File: config.mk
export PLATFORM = sky130hd
export DESIGN_NAME = gb_serial
export DESIGN_NICKNAME = d
export VERILOG_FILES = /design/src/common/gb_pkg.sv /design/src/logic/gb_serial.sv
export SDC_FILE = /design/constraint.sdc
export NUM_CORES = 1
export LEC_CHECK = 0
export BUFFER_PORTS_ARGS = -buffer_cell sky130_fd_sc_hd__buf_2
export CORE_UTILIZATION = 30
export CTS_CLUSTER_DIAMETER = 30
export DETAILED_ROUTE_END_ITERATION = 12
export GPL_TIMING_DRIVEN = 1
export HOLD_SLACK_MARGIN = 0.12
export MAX_ROUTING_LAYER = met4
export PLACE_DENSITY = 0.48
export SYNTH_ARGS = -nofsm -noshare
export SYNTH_HDL_FRONTEND = slang
export SYNTH_SLANG_ARGS = --single-unit
File: constraint.sdc
create_clock -name clk_cpu -period 2.9 [get_ports clk_cpu]
set_clock_uncertainty 0.05 [all_clocks]
set_input_delay 0.435 -clock clk_cpu [delete_from_list [all_inputs] [get_ports clk_cpu]]
set_output_delay 0.435 -clock clk_cpu [all_outputs]
set_load 0.005 [all_outputs]
File: src/common/gb_pkg.sv
// shared types and constants for the console system glue
// interrupt indices double as bit positions in IF/IE and as priority order
// addresses are full 16-bit CPU addresses
package gb_pkg;

	typedef logic [15:0] gb_addr_t;
	typedef logic [7:0]  gb_byte_t;

	// ------------------------------
	// interrupts
	localparam int IRQ_COUNT = 5;

	typedef enum logic [2:0] {
		IRQ_VBLANK = 3'd0, // highest priority
		IRQ_LCD    = 3'd1,
		IRQ_TIMER  = 3'd2,
		IRQ_SERIAL = 3'd3,
		IRQ_JOYPAD = 3'd4  // lowest
	} gb_irq_e;

	typedef logic [IRQ_COUNT-1:0] gb_irq_t;

	localparam gb_byte_t IRQ_VEC_BASE = 8'h40; // source n at base + 8*n
	localparam gb_byte_t IRQ_VEC_NONE = 8'h55; // nothing pending

	// ------------------------------
	// work RAM banking
	localparam int WRAM_BANK_BITS  = 3;
	localparam int WRAM_BANK_RESET = 1;

	// ------------------------------
	// io register addresses
	localparam gb_addr_t ADDR_JOYP = 16'hFF00;
	localparam gb_addr_t ADDR_SB   = 16'hFF01;
	localparam gb_addr_t ADDR_SC   = 16'hFF02;
	localparam gb_addr_t ADDR_IF   = 16'hFF0F;
	localparam gb_addr_t ADDR_BOOT = 16'hFF50;
	localparam gb_addr_t ADDR_SVBK = 16'hFF70;
	localparam gb_addr_t ADDR_IE   = 16'hFFFF;

	localparam gb_byte_t FAST_BOOT_FLAG = 8'h42; // seen by boot code at FF50

	typedef enum logic [3:0] {
		REG_ROM, REG_CRAM, REG_WRAM, REG_HRAM,
		REG_JOYP, REG_SB, REG_SC, REG_IF,
		REG_IE, REG_BOOT, REG_SVBK, REG_NONE
	} gb_region_e;

	typedef enum logic {
		SER_IDLE,
		SER_SHIFT
	} gb_serial_state_e;

endpackage

File: src/logic/gb_serial.sv
// serial port without data: a started internal-clock transfer just counts
// 8 bit times of 2**SERIAL_DIV_BITS cycles, then interrupts
// external clock transfers never complete
`timescale 1ns/1ps

module gb_serial
	import gb_pkg::*;
#(
	parameter int SERIAL_DIV_BITS = 9
) (
	input  logic     clk_cpu,
	input  logic     reset,
	input  gb_byte_t cpu_do,
	input  logic     sc_wr,
	output gb_byte_t sc_q,
	output logic     serial_irq
);

	gb_serial_state_e           state;
	logic [SERIAL_DIV_BITS-1:0] div;     // bit-time divider
	logic [2:0]                 bit_cnt; // bits done
	logic                       sc_start;
	logic                       sc_clk;  // 1 = internal clock

	assign sc_q = {sc_start, 6'h3F, sc_clk};

	always_ff @(posedge clk_cpu) begin
		if (reset) begin
			state      <= SER_IDLE;
			sc_start   <= 1'b0;
			sc_clk     <= 1'b0;
			serial_irq <= 1'b0;
			div        <= '0;
			bit_cnt    <= '0;
		end else begin
			serial_irq <= 1'b0;
			if (sc_wr) begin
				sc_start <= cpu_do[7];
				sc_clk   <= cpu_do[0];
				div      <= '0;
				bit_cnt  <= '0;
				state    <= (cpu_do[7] && cpu_do[0]) ? SER_SHIFT : SER_IDLE;
			end else if (state == SER_SHIFT) begin
				div <= div + 1'b1;
				if (&div) begin // end of a bit time
					if (bit_cnt == 3'd7) begin
						serial_irq <= 1'b1;
						sc_start   <= 1'b0;
						state      <= SER_IDLE;
					end else
						bit_cnt <= bit_cnt + 3'd1;
				end
			end
		end
	end

endmodule

==> results.toml, run 1 <==
[cells_and_area]
n_antenna_cell = 0
design_area_um2 = 851
syn2layout_area_growth_pct = 7.42
instances_no_fill = 123
final_layout_size_suffix_gt1_share_pct = 16.1
finalCoreUtilization_pct = 34.3
finalNetCount = 109
fill_cells = 278

[drt]
drtAntennaViolNets = 0
top_layer = "met3"
wl_met2_um = 593
wl_um = 1320
post_drt_wl_per_cell_um = 10.8
wl_met1_um = 676
drt-vias-per-instance = 4.96
firstDrtPassIters = 5
drt_iter0_drc = 12
routed-wl-met3_um = 54
vias = 610
drc = 0

[clocking]
cts_root_buf = "clkbuf_4"
post_cts_buffers = 0
cts.clk_slew.worst_paths_ns = 0.09
clock-sinks = 16
clk_path_buf_depth = 2
clock_latency_ns = 0.28
holdBufCountCts = 0
h-tree-depth = 1
cts_buffers = 3
cts_tree = "built"
cts_resized = 0

[power]
ir_drop_v = 0.000288
power_frac_comb_pct = 4.0
internal_power_w = 0.000305
clkPwrFrac_pct = 37.9
p_total_w = 0.000387
p_leak_nw = 0.316
power.density_nw_per_um2 = 455
p_sw_w = 0.0000820
seqPwrFrac_pct = 58.1
switching_share_pct = 21.2

[synthesis]
ys_seq_elements = 16
syn_area_per_cell_um2 = 9.10
ys_seq_area_share_pct = 40.4
netlist-cell-type-count = 27
synthCells = 87
synth_area_leaders = "dfxtp_1 40%, buf_4 7.6%, ha_1 6.3%, a21oi_1 5.1%, mux2i_1 3.8%"
yosysTopAreaCell = "dfxtp_1"
synth_area_um2 = 792
yosys.area.top_type_share_pct = 40.4
synth_edf_count = 0
synth_ff_type = "dfxtp_1"
synthArstFlopShare_pct = 0
synth_warnings = 0

[die]
core_um2 = 2480
pin_count = 20
initial_utilization_pct = 32.0
row_count = 18
die_w_um = 53.4
die_y_um = 53.4
dieArea_um2 = 2850

[place]
gp_congestion = 0.701
placedInstanceArea_um2 = 815
port-buffer-count = 7
dp_hpwl_um = 964
place_inst = 119

[worst_hold_path]
hp-class = "in -> reg"
worstHoldStart = "reset"
hold_depth = 2
holdPathEnd = "state"

[critical_path]
r2r-end = "bit_cnt[0]"
reg2reg_slack_ns = 1.20
cp-end-kind = "flip-flop"
ff2ff_path_depth = 5
arrival_ns = 1.88
cp-start-kind = "flip-flop"
worstSetupPathType = "reg -> reg"
cp_slowest_cell = "or4_1"
slowest_delay_ns = 0.43
reg2reg_from = "bit_cnt[0]"
cp_cell_sequence = "ha_1 -> ha_1 -> nand4b_1 -> or4_1 -> a21oi_1"
worstPathRequired_ns = 3.07
crit_path_frequent_cell = "ha_1"
path_max_fanout = 4

[global_route]
grt_pass1_vias = 518
grt_usage_pct = 10.9
grt_max_degree = 14
antenna_found_initial = 0
grt_pass1_wl_um = 2190
gr-total-overflow = 0

[timing]
rsz0062_at_grt = "false"
hold_viol = 0
fmax_ghz = 0.587
tns_ns = 0
period_share_pct = 58.8
min_period_ns = 1.70
setup_violations = 0
slew_viol_final = 0

[status]
run_status = "finished, final reports clean"

[flow_run]
maxCapViolations = 0
[routing by layer]
metal | GRT usage, % | vias to the layer above
li1 | - | 311
met1 | 14.1 | 283
met2 | 16.5 | 16
met3 | 4.31 | 0
met4 | 1.32 | 0
met5 | - | -
[synth_stat cells, types with 2 or more instances]
cell type / number
dfxtp_1: 16
a21oi_1: 8
buf_4: 8
nor2_1: 8
nand2_1: 5
nand3_1: 5
ha_1: 4
nand4_1: 4
o31ai_1: 4
mux2i_1: 3
xor2_1: 3
nand3b_1: 2
o21ai_0: 2
or4_1: 2
[through the flow]
step / hold WS, ns / worst slack (ns)
global route: 0.275 / 1.10
floorplan: 0.400 / 1.34
CTS: 0.270 / 1.19
finish: 0.288 / 1.20
global placement: 0.415 / 1.22
detailed placement: 0.419 / 1.21
[state kept, by name, summed over array words and instances, names as in the netlist]
register,flops
serial_irq,1
bit_cnt,3
sc_start,1
sc_clk,1
state,1
div,9
[worst max-delay path by stage]
stage	from	to	cells after the start
2_1_floorplan	bit_cnt[0]	bit_cnt[0]	5
3_3_place_gp	bit_cnt[0]	bit_cnt[0]	5
3_5_place_dp	bit_cnt[0]	bit_cnt[0]	5
4_1_cts	bit_cnt[0]	bit_cnt[0]	5
5_1_grt	bit_cnt[0]	bit_cnt[0]	5
6_report	bit_cnt[0]	bit_cnt[0]	5
[worst max-delay path, delay by kind of cell, from the launching register on]
family          cells  cell delay, ns
compound gates      1            0.14
flops               1            0.34
simple gates        2            0.69
fa+ha+maj           2            0.43
[logic make-up (layout without fill, tap and decap cells)]
group / Yosys count / after routing / share of synthesized area [%]
other cells: 1 / 6 / 0.473
fa+ha+maj: 4 / 4 / 6.32
mux: 3 / 3 / 3.79
xor+xnor: 4 / 4 / 4.42
simple gates: 35 / 35 / 25.8
buf+inv: 10 / 11 / 8.69
compound gates: 14 / 14 / 10.1
flops: 16 / 16 / 40.4
[final cells by class]
type	count	area, um2	area share, %
Clock buffer	4	36.3	4.26
Sequential cell	16	320	37.6
Timing Repair Buffer	7	35.0	4.12
Tap cell	30	37.5	4.41
Multi-Input combinational cell	66	422	49.6
[power by group through the flow]
stage | Clock [W] | Sequential (W) | Combinational [W]
floorplan | 0 | 0.000228 | 0.0000185
global placement | 0 | 0.000230 | 0.0000158
detailed placement | 0 | 0.000230 | 0.0000159
CTS | 0.000156 | 0.000225 | 0.0000160
global route | 0.000166 | 0.000225 | 0.0000183
finish | 0.000147 | 0.000225 | 0.0000156
[cell usage in the layout (no fill, tap or decap), types with 2 or more instances in the layout]
| cell type | Yosys | layout |
|---|---|---|
| nor2_1 | 8 | 8 |
| nand3b_1 | 2 | 2 |
| clkbuf_4 | 0 | 3 |
| a21oi_1 | 8 | 8 |
| nand3_1 | 5 | 5 |
| buf_2 | 1 | 7 |
| or4_1 | 2 | 2 |
| xor2_1 | 3 | 3 |
| mux2i_1 | 3 | 3 |
| o31ai_1 | 4 | 4 |
| ha_1 | 4 | 4 |
| dfxtp_1 | 16 | 16 |
| nand4_1 | 4 | 4 |
| nand2_1 | 5 | 5 |
| conb_1 | 1 | 6 |
| o21ai_0 | 2 | 2 |
(Power assumes the default switching activity.)
==> run 2, diff against run 1 <==
- ABC_AREA: default -> 1
- clock period: 2.9 -> 1.8 ns (I/O delays scaled with it)
==> results.toml, run 2 <==
[die]
core_um2 = 2590
dieArea_um2 = 3060
initial_utilization_pct = 32.9
row_count = 18
die_y_um = 55.3
pin_count = 20
die_w_um = 55.3

[power]
power.density_nw_per_um2 = 696
power_frac_comb_pct = 5.2
p_sw_w = 0.000145
clkPwrFrac_pct = 38.3
switching_share_pct = 22.7
seqPwrFrac_pct = 56.5
internal_power_w = 0.000495
ir_drop_v = 0.000398
p_leak_nw = 0.409

[cells_and_area]
finalNetCount = 137
largest_register_ffs = 9
syn2layout_area_growth_pct = 7.78
seqCellArea_um2 = 320
n_antenna_cell = 0
final_layout_size_suffix_gt1_share_pct = 16.5
final_common_cell = "nand2_1"
finalCoreUtilization_pct = 35.5
fill_cells = 281
top_regs = "div (9), bit_cnt (3)"
top_register = "div"
mostFrequentLayoutCells = "22 x nand2_1, 20 x nor2_1, 16 x dfxtp_1"
multi_input_area_um2 = 432

[critical_path]
worstPathRequired_ns = 1.95
path_max_fanout = 3
cp_slowest_cell = "dfxtp_1"
cp_cell_sequence = "ha_1 -> ha_1 -> inv_1 -> nand2_1 -> nor2_1 -> nand4_1 -> nand2_1 -> nor2_1"
ff2ff_path_depth = 8
reg2reg_from = "bit_cnt[0]"
reg2reg_slack_ns = 0.33
r2r-end = "bit_cnt[1]"
worstSetupPathType = "reg -> reg"
arrival_ns = 1.62
slowest_delay_ns = 0.34
cp-start-kind = "flip-flop"
cp-end-kind = "flip-flop"

[synthesis]
ys_seq_elements = 16
yosys.area.top_type_share_pct = 37.6
synth_edf_count = 0
synthMuxAreaShare_pct = 0
syn_area_per_cell_um2 = 7.54
synth_top_family_by_area = "simple AND/OR/NAND/NOR gates"
netlist-cell-type-count = 20
synth_area_leaders = "dfxtp_1 38%, nand2_1 9.7%, nor2_1 8.8%, buf_4 7.9%, ha_1 5.9%"
synth_area_um2 = 852
synth.top_cells.by_count = "22 x nand2_1, 20 x nor2_1, 16 x dfxtp_1"
synth_most_common_cell = "nand2_1"
synthArstFlopShare_pct = 0
synthCells = 113
synth_ff_type = "dfxtp_1"
yosysTopAreaCell = "dfxtp_1"
synth_compound_gate_area_share_pct = 5.87
synth_xor_area_share_pct = 1.03
ys_seq_area_share_pct = 37.6
yosys.area_share.simple_pct = 35.2
synth_fa_ha_area_share_pct = 5.87
synth_warnings = 0

[place]
dp_hpwl_um = 1080
gp_congestion = 0.755
port-buffer-count = 7

[global_route]
grt_max_degree = 12
gr-total-overflow = 0
grt_pass1_wl_um = 2510
grt_usage_pct = 10.9
antenna_found_initial = 0
grt_pass1_vias = 623

[worst_hold_path]
holdPathEnd = "sc_clk"
hold_depth = 3
worstHoldStart = "cpu_do[0]"
hp-class = "in -> reg"

[timing]
hold_viol = 0
min_period_ns = 1.47
setup_violations = 0
fmax_ghz = 0.682
period_share_pct = 81.4
slew_viol_final = 0
hold_ws_ns = 0.175
tns_ns = 0
rsz0062_at_grt = "false"

[drt]
drt-vias-per-instance = 4.46
drc = 0
firstDrtPassIters = 4
drtAntennaViolNets = 0
drt_iter0_drc = 2
post_drt_wl_per_cell_um = 9.32
wl_um = 1410
vias = 673

[clocking]
cts_tree = "built"
h-tree-depth = 1
clk_path_buf_depth = 2
cts_buffers = 3
clock-sinks = 16
clock_latency_ns = 0.29
cts_root_buf = "clkbuf_4"
cts.clk_slew.worst_paths_ns = 0.10
post_cts_buffers = 0

[flow_run]
maxCapViolations = 0

[status]
run_status = "finished, final reports clean"
[run 2: cell types whose count changed after synthesis, moves of 4 or more]
cell,previous run,this run
nand2_1,5,22
nor2_1,8,20
inv_1,0,9
nand3_1,5,9
o31ai_1,4,0
[run 2: power groups by stage]
stage / Combinational [W] / Clock (W) / Sequential (W)
after floorplan: 0.0000350 / 0 / 0.000367
after global placement: 0.0000310 / 0 / 0.000369
after detailed placement: 0.0000314 / 0 / 0.000370
after CTS: 0.0000332 / 0.000255 / 0.000362
after global routing: 0.0000377 / 0.000269 / 0.000362
final: 0.0000330 / 0.000245 / 0.000361
[run 2: kinds of logic after synthesis]
logic type                 after synthesis
and+or+nand+nor                         61
buffers and inverters                   20
DFF                                     16
AOI/OAI and AO/OA                       10
adders and majority gates                4
xor gates and xnor gates                 1
other                                    1
[run 2: layout make-up]
type	instances	share of cell area, %
timing repair buffer	9	5.72
sequential	16	34.9
inverter	10	4.36
clock buffer	4	3.95
tap	30	4.09
multi-input combinational	82	47.0
[run 2: per-layer routing]
| metal | vias up | GRT usage, % | share of wire (%) |
|---|---|---|---|
| met5 | - | - | 0 |
| li1 | 361 | - | - |
| met1 | 295 | 11.7 | 48 |
| met2 | 12 | 17.4 | 46 |
| met3 | 5 | 4.92 | 4.3 |
| met4 | 0 | 4.29 | 1.6 |
[run 2: per-stage QoR]
step	std cells	power (W)	setup WS [ns]	area, um2
4_1_cts	151	0.000650	0.326	918
5_1_grt	151	0.000669	0.189	918
6_report	151	0.000639	0.334	918
3_3_place_gp	146	0.000400	0.347	872
3_5_place_dp	146	0.000401	0.346	872
2_1_floorplan	118	0.000402	0.482	871
[run 2: how the worst max path moves through the flow]
stage	startpoint	depth (start not counted)	endpoint	slack (ns)
after global routing	bit_cnt[0]	8	bit_cnt[1]	0.19
after CTS	bit_cnt[0]	8	bit_cnt[2]	0.33
final	bit_cnt[0]	8	bit_cnt[1]	0.33
after floorplan	bit_cnt[0]	8	bit_cnt[0]	0.48
after detailed placement	bit_cnt[0]	8	bit_cnt[2]	0.35
after global placement	bit_cnt[0]	8	bit_cnt[2]	0.35
[run 2: worst max-delay path, delay by kind of cell, from the launching register on]
| kind | cells | cell delay [ns] |
|---|---|---|
| and+or+nand+nor | 5 | 0.45 |
| adders and majority gates | 2 | 0.41 |
| DFF | 1 | 0.34 |
| buffers and inverters | 1 | 0.11 |
[run 2: repair_timing]
action	in CTS	in global routing
gates resized for setup	0	0
hold buffers	1	0
setup endpoints to repair	0	0
endpoints found under the hold margin	2	0
==> run 3, diff against run 2 <==
- clock period: 1.8 -> 1.4 ns (I/O delays scaled with it)
==> results.toml, run 3 (same netlist as run 2, synthesis figures left out) <==
[place]
pre_cts_ws_ns = 0.0132
dp_hpwl_um = 1140
placedInstanceArea_um2 = 925
gp_congestion = 0.731
port-buffer-count = 7

[critical_path]
slowest_delay_ns = 0.55
cp-start-kind = "input pin"
worstSetupPathType = "in -> reg"
crit_path_frequent_cell = "dlygate4sd3_1"
path_delay_family = "buffers and inverters"
arrival_ns = 1.54
cp_num_buf_inv = 3
cp-end-kind = "flip-flop"
cp_slowest_cell = "dlygate4sd3_1"
cp_cell_sequence = "dlygate4sd3_1 -> buf_2 -> a21oi_1 -> dlygate4sd3_1"
worstPathRequired_ns = 1.59
path_max_fanout = 4

[global_route]
grt_pass1_wl_um = 2590
gr-total-overflow = 0
antenna_found_initial = 0
grt_pass1_vias = 612
grt_usage_pct = 11.0
grt_max_degree = 12

[timing]
setup_ws_ns = 0.0452
setup_violations = 0
hold_viol = 0
period_share_pct = 96.8
fmax_ghz = 0.738
rsz0062_at_grt = "false"
tns_ns = 0
slew_viol_final = 0
min_period_ns = 1.35

[clocking]
cts_root_buf = "clkbuf_4"
clock-sinks = 16
cts.clk_slew.worst_paths_ns = 0.10
h-tree-depth = 1
cts_tree = "built"
cts_buffers = 3
clk_path_buf_depth = 2
clock_latency_ns = 0.29

[drt]
drc = 0
vias = 712
drt-vias-per-instance = 4.37
firstDrtPassIters = 4
wl_um = 1550
drt_iter0_drc = 9
post_drt_wl_per_cell_um = 9.52
drtAntennaViolNets = 0

[power]
ir_drop_v = 0.000525
p_leak_nw = 0.466
power.density_nw_per_um2 = 806

[flow_run]
maxCapViolations = 0

[cells_and_area]
largest_register_ffs = 9
final_layout_size_suffix_gt1_share_pct = 30.1
final_common_cell = "nand2_1"
top_regs = "div (9), bit_cnt (3)"
syn2layout_area_growth_pct = 21.0
n_antenna_cell = 0
top_register = "div"
mostFrequentLayoutCells = "22 x nand2_1, 19 x nor2_1, 11 x buf_4"
finalNetCount = 149
design_area_um2 = 1030

[die]
row_count = 18
pin_count = 20
die_y_um = 55.3
initial_utilization_pct = 32.9
die_w_um = 55.3
core_um2 = 2590
dieArea_um2 = 3060

[status]
run_status = "finished, final reports clean"

[worst_hold_path]
hp-class = "in -> reg"
==> run 3: cell types whose count changed in the layout (fill, tap and decap cells not counted), sizes merged <==
cell / previous run / this run
dlygate4sd3: 1 / 3
buf: 8 / 18
==> run 3: per-stage QoR <==
stage          util (%)  power (W)  hold WS (ns)  instances
4_1_cts            38.4   0.000847         0.121        160
5_1_grt            39.8   0.000871         0.124        163
3_3_place_gp       35.7   0.000517         0.367        153
6_report           39.8   0.000831         0.137        163
3_5_place_dp       35.7   0.000518         0.371        153
2_1_floorplan         -   0.000517         0.229        118
==> run 3: timing repair <==
action	4_1_cts	5_1_grt
pin swaps	0	2
setup endpoints to repair	3	5
gates resized for setup	1	9
hold buffers	3	0
buffers inserted	0	3
hold endpoints to repair	3	0
==> run 3: per-layer routing <==
layer  part of all wire, %  global-route usage (%)  vias up
met3                   3.9                    5.15        2
met4                   1.0                    3.21        0
met5                     0                       -        -
li1                      -                       -      387
met2                    44                    16.7       12
met1                    51                    13.1      311
==> run 3: final cells by class <==
type | count | area [um2]
multi-input cells | 82 | 442
fillers | 278 | 1560
inverters | 10 | 40.0
repair buffers | 21 | 148
well taps | 30 | 37.5
clock buffers | 4 | 36.3
flip-flops and latches | 16 | 328
==> run 3: final timing paths <==
check / cells after the start / slack [ns] / end / from
setup / recovery: 4 / 0.05 / sc_clk / reset
hold / removal: 3 / 0.14 / state / cpu_do[0]
setup reg to reg: 8 / 0.10 / bit_cnt[0] / bit_cnt[0]
hold reg to reg: 2 / 0.44 / div[1] / div[1]
==> run 3: tightest hold or removal path, cell delays in order <==
cell	delay [ns]
buf_2	0.11
nand3_1	0.06
a21oi_1	0.06
==> run 3: where the power goes <==
group	internal, W	switching, W	total (W)
sequential	0.000460	0.00000280	0.000462
combinational	0.0000232	0.0000278	0.0000511
clock	0.000158	0.000159	0.000317
total	0.000641	0.000190	0.000831
